`config.mk`:
```
export PLATFORM = sky130hd
export DESIGN_NAME = fe_ctl
export DESIGN_NICKNAME = d
export VERILOG_FILES = /design/src/hdl/fetch_pkg.sv /design/src/hdl/fe_ctl.sv
export VERILOG_INCLUDE_DIRS = /design/src /design/src/hdl
export SDC_FILE = /design/constraint.sdc
export NUM_CORES = 1
export LEC_CHECK = 0
export BUFFER_PORTS_ARGS = -buffer_cell sky130_fd_sc_hd__buf_2
export CORE_ASPECT_RATIO = 1.25
export CORE_UTILIZATION = 30
export CTS_BUF_LIST = sky130_fd_sc_hd__clkbuf_4 sky130_fd_sc_hd__clkbuf_8
export DETAILED_ROUTE_END_ITERATION = 10
export PLACE_DENSITY = 0.5
export SLEW_MARGIN = 10
export SYNTH_ARGS = -nofsm -noshare
export SYNTH_HDL_FRONTEND = slang
export SYNTH_SLANG_ARGS = --single-unit
```
`constraint.sdc`:
```
create_clock -name clk -period 7.1 [get_ports clk]
set_clock_uncertainty 0.05 [all_clocks]
set_input_delay 1.065 -clock clk [delete_from_list [all_inputs] [get_ports clk]]
set_output_delay 1.065 -clock clk [all_outputs]
set_load 0.1 [all_outputs]
```
`src/hdl/fetch_macros.svh`:
```
`ifndef FETCH_MACROS_SVH
`define FETCH_MACROS_SVH

// Physical byte address width
`define FETCH_PADDR_W 32

// One uncompressed RISC-V instruction
`define FETCH_INSTR_W 32

// Instruction memory depth in words, addresses wrap modulo this
`define FETCH_MEM_WORDS 256

`endif

```
`src/hdl/fetch_pkg.sv`:
```
`default_nettype none

`include "fetch_macros.svh"

package fetch_pkg;

    typedef logic [`FETCH_PADDR_W-1:0] t_paddr;

    // Major opcode field, bits 6:0 of the instruction
    typedef enum logic [6:0] {
        OP_LUI      = 7'b0110111,
        OP_AUIPC    = 7'b0010111,
        OP_JAL      = 7'b1101111,
        OP_BRANCH   = 7'b1100011,
        OP_LOAD     = 7'b0000011,
        OP_STORE    = 7'b0100011,
        OP_IMM      = 7'b0010011,
        OP_REG      = 7'b0110011,
        // Used as halt by the front end
        OP_MISC_MEM = 7'b0001111
    } t_rv_opcode;

    typedef struct packed {
        logic [`FETCH_INSTR_W-8:0] rest;
        t_rv_opcode                opcode;
    } t_rv_instr;

    // Front end to fetch buffer
    typedef struct packed {
        logic   valid;
        t_paddr addr;
    } t_fe_fb_req;

    // Fetch buffer back to front end
    typedef struct packed {
        logic      valid;
        t_rv_instr instr;
        t_paddr    pc;
    } t_fb_fe_rsp;

    // Packet handed to decode
    typedef struct packed {
        t_rv_instr instr;
        t_paddr    pc;
    } t_instr_pkt;

    typedef enum logic [2:0] {
        FE_IDLE,
        FE_REQ_IC,
        FE_PDG_IC,
        FE_PDG_STALL,
        FE_DRAIN,
        FE_HALT
    } t_fe_state;

endpackage

`default_nettype wire

```
`src/hdl/fe_ctl.sv`:
```
`timescale 1ns/1ns
`default_nettype none

module fe_ctl (
    input  logic                clk,
    input  logic                reset,

    output fetch_pkg::t_fe_fb_req fb_req,
    input  fetch_pkg::t_fb_fe_rsp fb_rsp,

    input  fetch_pkg::t_paddr   br_tgt,
    input  logic                br_mispred,

    input  logic                stall,
    output logic                valid_fe,
    output fetch_pkg::t_instr_pkt instr_fe,
    output logic                halted
);

    fetch_pkg::t_fe_state  state;
    fetch_pkg::t_fe_state  state_nxt;
    fetch_pkg::t_paddr     pc;
    fetch_pkg::t_instr_pkt cap_pkt;

    logic rsp_live;
    logic halt_op;
    logic halt_hit;
    logic redirect;
    logic terminal;

    // Response that belongs to the current fetch stream
    assign rsp_live = (state == fetch_pkg::FE_PDG_IC) & fb_rsp.valid;
    assign halt_op  = fb_rsp.instr.opcode == fetch_pkg::OP_MISC_MEM;

    // Once the halt word is seen, redirects no longer apply
    assign terminal = (state == fetch_pkg::FE_DRAIN) | (state == fetch_pkg::FE_HALT);
    assign redirect = br_mispred & ~terminal;
    assign halt_hit = rsp_live & halt_op & ~redirect;

    always_comb begin
        state_nxt = state;
        case (state)
            fetch_pkg::FE_IDLE: begin
                state_nxt = fetch_pkg::FE_REQ_IC;
            end
            fetch_pkg::FE_REQ_IC: begin
                state_nxt = fetch_pkg::FE_PDG_IC;
            end
            fetch_pkg::FE_PDG_IC: begin
                if (halt_hit) begin
                    state_nxt = fetch_pkg::FE_DRAIN;
                end else if (rsp_live & stall) begin
                    // Park the word until decode takes it
                    state_nxt = fetch_pkg::FE_PDG_STALL;
                end
            end
            fetch_pkg::FE_PDG_STALL: begin
                if (!stall) begin
                    state_nxt = fetch_pkg::FE_PDG_IC;
                end
            end
            fetch_pkg::FE_DRAIN: begin
                if (!stall) begin
                    state_nxt = fetch_pkg::FE_HALT;
                end
            end
            fetch_pkg::FE_HALT: begin
                state_nxt = fetch_pkg::FE_HALT;
            end
            default: begin
                state_nxt = fetch_pkg::FE_IDLE;
            end
        endcase
        if (redirect) begin
            state_nxt = fetch_pkg::FE_REQ_IC;
        end
    end

    always_ff @(posedge clk) begin
        if (reset) begin
            state <= fetch_pkg::FE_IDLE;
        end else begin
            state <= state_nxt;
        end
    end

    // At most one request in flight to the fetch buffer
    always_comb begin
        fb_req.addr  = pc;
        fb_req.valid = ~br_mispred
                     & ( (state == fetch_pkg::FE_REQ_IC)
                       | (rsp_live & ~stall & ~halt_op)
                       | ((state == fetch_pkg::FE_PDG_STALL) & ~stall));
    end

    // PC advances with each issued request
    always_ff @(posedge clk) begin
        if (reset) begin
            pc <= '0;
        end else if (redirect) begin
            pc <= br_tgt;
        end else if (fb_req.valid) begin
            pc <= pc + 4;
        end
    end

    // Hold a stalled response for later delivery
    always_ff @(posedge clk) begin
        if (rsp_live) begin
            cap_pkt.instr <= fb_rsp.instr;
            cap_pkt.pc    <= fb_rsp.pc;
        end
    end

    always_comb begin
        valid_fe = ((rsp_live & ~halt_op) | (state == fetch_pkg::FE_PDG_STALL)) & ~redirect;
        if (state == fetch_pkg::FE_PDG_STALL) begin
            instr_fe = cap_pkt;
        end else begin
            instr_fe.instr = fb_rsp.instr;
            instr_fe.pc    = fb_rsp.pc;
        end
    end

    assign halted = state == fetch_pkg::FE_HALT;

    // Stalled delivery holds until decode takes it or a redirect flushes it
    a_hold_under_stall: assert property (
        @(posedge clk) disable iff (reset)
        valid_fe && stall |=> br_mispred || (valid_fe && $stable(instr_fe))
    );

    // Halted front end is quiet on both request and response
    a_no_req_when_halted: assert property (
        @(posedge clk) disable iff (reset)
        state == fetch_pkg::FE_HALT |-> !fb_req.valid && !fb_rsp.valid
    );

endmodule

`default_nettype wire

```
After elaboration in Yosys (flattened, before gate mapping)
Index checks and enable logic that the tools add are counted.
Widths: inputs -> output; s select.

operators by class
  add/sub/neg operators = 1
  equal/unequal tests = 12
  muxes and demuxes = 9
  bitwise logic cells = 20
  reduce and logical (&&, ||, !) cells = 5

operator list
  kind                   count
  $mux 32                2
  $mux 64                1
  $add 32x3->32 const B  1
  $pmux 3 s6             1
  $mux 3                 4
  $and 1x1->1            11
  $eq 7x4->1 const B     1
  $eq 3x2->1 const B     2
  $eq 3x3->1 const B     2
  $ne 3x3->1 const B     2
  $reduce_and 3->1       2
  $not 1->1              5
  $ne 2x2->1 const B     2
  $ne 4x3->1 const B     1
  $or 1x1->1             4
  $eq 3x1->1 const B     1
  $logic_not 3->1        1
  $ne 3x2->1 const B     1
  $reduce_bool 2->1      1
  $reduce_or 2->1        1
  $mux 1                 1

storage, ports and cells
  register bits = 99
  input bits = 101
  output and inout bits = 99
  logic and storage cells = 53

Logic depth before layout (Yosys ltp)
Gate-level depths: netlist of run 1.

  word-level depth = 9
  gate-level depth with buffers = 8
  gate-level depth less buffers = 6

Worst setup path before layout of run 1
Ideal clock, no wire load.

  path type = input port to output port
  start point = in fb_rsp[64] (netlist bit)
  end point = out fb_req[32] (netlist bit)
  arrival time = 3402 ps
  required time = 5985 ps
  path slack = 2583 ps
  cell stages on the path = 4
  path buffers = 0
  cells stage by stage = nand4bb_4 clkinv_4 o211ai_4 a21oi_1

RTL lines
  item                RTL line     source
  start: declaration  fe_ctl.sv:9  input fetch_pkg::t_fb_fe_rsp fb_rsp,
  end: declaration    fe_ctl.sv:8  output fetch_pkg::t_fe_fb_req fb_req,

==> impl_metrics.toml, run 1 <==
[floorplanning]
io_pins = 200
dieArea_um2 = 16900
row_count = 52
die_y_um = 145
start_util_pct = 30.5
chipWidth_um = 117
core_area_um2 = 16100

[pwr]
finalPower_mw = 1.47
peakVddDrop_mv = 0.0780
power_density_nw_per_um2 = 232
p_leak_nw = 2.41

[placement]
dp_cells = 786
dp_hpwl_um = 9400
globalplace.congestion = 0.751
io_buffers = 199
post_dp_cell_area_um2 = 6100
pre_cts_ws_ns = 3.02

[logic_synthesis]
synth_ff_type = "edfxtp_1"
syn_avg_cell_area_um2 = 12.6
synthCells = 392
synth_edf_count = 64
yosys.area.top_type = "edfxtp_1"
synth_top_area_share_pct = 39.0
synth_area_um2 = 4930
async_reset_ff_share_pct = 0
syn-num-nets = 494
synthTopCellsByArea = "edfxtp_1 (39%), mux2_2 (15%), dfxtp_1 (14%)"
synthDistinctLibCells = 48
synth.yosys.warnings = 0
yosysSeqAreaShare_pct = 53.2
synth_seq_cells = 99

[finish]
nets = 683
area_delta_synth_final_pct = 28.1
instances_no_fill = 802
finalInstanceArea_um2 = 6310
layout_commonest_cell = "buf_2"
num_antenna_cells = 0
mostFrequentLayoutCells = "buf_2 (199), mux2_2 (65), edfxtp_1 (64)"
final_core_util_pct = 39.1
drive_gt1_share_pct = 52.6

[clock_tree]
cts_sinks = 99
clk_pin_slew_worst_paths_ns = 0.10
postCtsHoldBufs = 0
cts_tree = "yes"
htreeDepth = 3
cts_resized = 0
clk_latency_ns = 0.38
cts_setup_buffers = 0
root_buffer = "clkbuf_8"
clockBufferDepth = 2
numCtsBuffers = 9

[grt]
grt_pass1_wl_um = 20100
overflow = 0
grt_max_degree = 69
grt_pass1_vias = 3896
antenna_found_initial = 0
grt_usage_pct = 15.5

[sta]
setup_viol = 0
finalCritPeriodShare_pct = 56.9
finalHoldViolCount = 0
slew_violations = 0
fin_tns_setup_ns = 0
holdWs_ns = 0.409
worstMarginPinSlew_ns = 1.10
max_freq_mhz = 248
post-route-min-period_ns = 4.04
setup_ws_ns = 3.06
maxSlewHeadroom_pct = 26.6
rsz0062_at_grt = "no"

[setup_path]
regToRegEndpoint = "pc[28]$_SDFFE_PP0P_"
crit_fanout = 68
path_class = "in2out"
rrSetupSlack_ns = 4.37
timing.critical_path.from = "fb_rsp[64]"
r2r_start = "state[1]$_SDFFE_PP0P_"
reg2regPathDepth = 6
end_kind = "output pin"
worstPathRequired_ns = 5.98
crit_arrival_ns = 2.92
critical_path.endpoint = "fb_req[32]"
setup.worst_path.start_class = "input port"

[worst_hold_path]
min_path_type = "reg2reg"

[detailed_routing]
post-route-drc-count = 0
drt-initial-drc-count = 146
wl_per_cell_um = 16.2
routed_wl_um = 13000
via_count = 3881
viasPerCell = 4.84
detail-route-antenna-nets = 0
dr.pass1.iters = 6

[outcome]
status = "finished, final reports clean"

[flow_run]
drv_cap = 0
## Yosys cell counts, drive strengths merged (10+ instances only)
cell and count:
dfxtp 35, nand2 27, nand3 11, edfxtp 64, xnor2 23, clkbuf 12, a21oi 15, nor2 29
mux2 65, and3 10, a211oi 38, buf 10, a2111oi 11
## cell families after synthesis
kind of cell | Yosys count | synth area share (%)
muxes | 67 | 15.3
buffers and inverters | 27 | 2.54
xor gates and xnor gates | 26 | 4.62
and+or+nand+nor | 97 | 10.9
adders and majority gates | 1 | 0.254
AOI/OAI and AO/OA | 75 | 13.2
DFF | 99 | 53.2
## layout make-up
class                           instances  area (um^2)
Clock buffer                            9          124
Fill cell                            1637         9820
Tap cell                              216          270
Timing Repair Buffer                  200         1000
Sequential cell                        99         2620
Clock inverter                          7         83.8
Multi-Input combinational cell        266         2180
Inverter                                5         23.8
## report_power, final
part	leakage, nW	switching [mW]	internal [mW]
Clock	0.102	0.216	0.169
Combinational	1.44	0.347	0.0837
Sequential	0.869	0.0183	0.632
Total	2.41	0.582	0.885
## worst min path at each step
stage	end	cells past startpoint	slack, ns	start
2_1_floorplan	state[1]$_SDFFE_PP0P_	2	0.45	state[2]$_SDFFE_PP0P_
3_3_place_gp	pc[1]$_SDFFE_PP0P_	2	0.39	pc[1]$_SDFFE_PP0P_
3_5_place_dp	pc[1]$_SDFFE_PP0P_	2	0.40	pc[1]$_SDFFE_PP0P_
4_1_cts	pc[1]$_SDFFE_PP0P_	2	0.41	pc[1]$_SDFFE_PP0P_
5_1_grt	pc[1]$_SDFFE_PP0P_	2	0.44	pc[1]$_SDFFE_PP0P_
6_report	pc[1]$_SDFFE_PP0P_	2	0.41	pc[1]$_SDFFE_PP0P_
## routing by layer
metal  vias to the layer above  GRT usage (%)  routed length (um)  part of all wire [%]
li1                       1876              -                   -                     -
met1                      1824           19.3                5640                    43
met2                       164           25.0                6000                    46
met3                        17           4.18                1090                   8.4
met4                         0           6.96                 268                   2.1
met5                         -              0                   0                     0
## state kept, by name, summed over array words and instances, names as in the netlist
signal	count
state	3
pc	32
cap_pkt	64
## critical path, stage by stage
cell	delay, ns
buf_2	0.11
nand4bb_4	0.15
clkinv_4	0.48
o211ai_4	0.22
a21oi_1	0.39
buf_2	0.50
(Power assumes the default switching activity.)
==> run 2: changes to the inputs <==
--- a/config.mk
+++ b/config.mk
@@ -11,7 +11,7 @@
 export CORE_UTILIZATION = 30
 export CTS_BUF_LIST = sky130_fd_sc_hd__clkbuf_4 sky130_fd_sc_hd__clkbuf_8
 export DETAILED_ROUTE_END_ITERATION = 10
-export PLACE_DENSITY = 0.5
+export PLACE_DENSITY = 0.52
 export SLEW_MARGIN = 10
 export SYNTH_ARGS = -nofsm -noshare
 export SYNTH_HDL_FRONTEND = slang
==> constraint.sdc (replaced) <==
create_clock -name clk -period 3.5 [get_ports clk]
set_clock_uncertainty 0.05 [all_clocks]
set_input_delay 0.525 -clock clk [delete_from_list [all_inputs] [get_ports clk]]
set_output_delay 0.525 -clock clk [all_outputs]
set_load 0.1 [all_outputs]
==> impl_metrics.toml, run 2 (synthesis results as in run 1) <==
[outcome]
status = "finished, final reports clean"

[floorplanning]
die_y_um = 145
io_pins = 200
start_util_pct = 30.5
dieArea_um2 = 16900
chipWidth_um = 117
core_area_um2 = 16100
row_count = 52

[pwr]
finalPower_mw = 3.08
clockPowerShare_pct = 28.7
p_sw_mw = 1.15
intPower_mw = 1.93
sw_frac_of_total_pct = 37.4
power_density_nw_per_um2 = 483
peakVddDrop_mv = 0.198
p_leak_nw = 2.45
pwr-share-seq_pct = 42.9
power_frac_comb_pct = 28.4

[sta]
worstMarginPinSlew_ns = 0.821
maxSlewHeadroom_pct = 45.3
max_freq_mhz = 368
finalCritPeriodShare_pct = 77.6
slew_violations = 0
finalHoldViolCount = 0
setup_ws_ns = 0.783
fin_tns_setup_ns = 0
post-route-min-period_ns = 2.72
setup_viol = 0
rsz0062_at_grt = "no"

[detailed_routing]
dr.pass1.iters = 6
routed_wl_um = 12800
detail-route-antenna-nets = 0
wl_per_cell_um = 15.9
drt-initial-drc-count = 175
post-route-drc-count = 0
viasPerCell = 4.86
via_count = 3906

[finish]
ff_latch_area_um2 = 2620
area_delta_synth_final_pct = 29.3
finalInstanceArea_um2 = 6370
layout_commonest_cell = "buf_2"
multi_input_area_um2 = 2180
num_antenna_cells = 0
drive_gt1_share_pct = 52.7
nets = 686
fill_cells = 1622
top_regs = "cap_pkt: 64 flops, pc: 32 flops, state: 3 flops"
largest_reg_flops = 64
mostFrequentLayoutCells = "buf_2 (199), mux2_2 (65), edfxtp_1 (64)"
final_core_util_pct = 39.5
regMostFlops = "cap_pkt"

[setup_path]
crit_arrival_ns = 2.14
cpLargestDelayFamily = "buffers and inverters"
cp_slowest_cell = "dfxtp_1"
crit_buf_inv = 2
path_class = "reg2out"
end_kind = "output pin"
worstPathRequired_ns = 2.92
rrSetupSlack_ns = 1.14
slowest_delay_ns = 0.48
cp_cell_sequence = "nand3b_1, buf_12, mux2_2, buf_2"
setup.worst_path.start_class = "flip-flop"
crit_fanout = 64

[grt]
antenna_found_initial = 0
grt_pass1_wl_um = 19700
overflow = 0
grt_usage_pct = 15.1
grt_max_degree = 66
grt_pass1_vias = 3857

[clock_tree]
postCtsHoldBufs = 0
root_buffer = "clkbuf_8"
cts_tree = "yes"
cts_setup_buffers = 0
htreeDepth = 3
clockBufferDepth = 2
numCtsBuffers = 9
cts_sinks = 99
cts_resized = 0
clk_latency_ns = 0.37
clk_pin_slew_worst_paths_ns = 0.10

[placement]
dp_hpwl_um = 9340
post_dp_cell_area_um2 = 6140
pre_cts_ws_ns = 0.797
io_buffers = 199
globalplace.congestion = 0.775

[flow_run]
drv_cap = 0

[worst_hold_path]
min_path_type = "in2reg"
==> run 2: cell types whose count changed in the layout (fill, tap and decap cells not counted), sizes merged <==
cell    previous run  this run
clkinv             3         2
buf              200       203
bufinv             1         3
inv                7         5
==> run 2: layout make-up <==
class	instances	area share [%]
Tap cell	216	4.24
Multi-Input combinational cell	266	34.2
Clock inverter	6	1.77
Clock buffer	9	1.94
Inverter	5	0.373
Timing Repair Buffer	203	16.3
Sequential cell	99	41.1
==> run 2: final timing paths <==
| path | from | end | cells past startpoint |
|---|---|---|---|
| worst max register to register | pc[7]$_SDFFE_PP0P_ | pc[24]$_SDFFE_PP0P_ | 5 |
| worst max-delay path | state[2]$_SDFFE_PP0P_ | instr_fe[13] | 4 |
| worst min register to register | pc[0]$_SDFFE_PP0P_ | pc[0]$_SDFFE_PP0P_ | 2 |
| worst min-delay path | fb_rsp[54] | cap_pkt[54]$_DFFE_PP_ | 1 |
==> run 2: worst reg2reg max path, stage by stage (launching register included) <==
cell and delay, ns:
dfxtp_1 0.44, and3_1 0.50, nand3_1 0.28, a2111oi_1 0.63, xnor2_1 0.15, a211oi_1 0.23
==> run 2: power by group through the flow <==
| stage | registers [mW] | logic [mW] | clock network [mW] |
|---|---|---|---|
| floorplan | 1.53 | 0.524 | 0 |
| global placement | 1.35 | 0.876 | 0 |
| detailed placement | 1.35 | 0.880 | 0 |
| CTS | 1.32 | 0.882 | 0.924 |
| global route | 1.33 | 0.915 | 0.965 |
| finish | 1.32 | 0.876 | 0.884 |
==> run 2: stage by stage <==
step	instances	hold WS, ns
global route	804	0.254
global placement	789	0.393
CTS	804	0.252
floorplan	392	0.455
finish	804	0.282
detailed placement	789	0.407
==> run 2: routing by layer <==
| layer | vias up | share of wire (%) | global-route usage [%] |
|---|---|---|---|
| li1 | 1880 | - | - |
| met1 | 1858 | 44 | 18.3 |
| met2 | 152 | 47 | 25.4 |
| met3 | 16 | 7.4 | 3.51 |
| met4 | 0 | 1.7 | 6.27 |
| met5 | - | 0 | 0 |
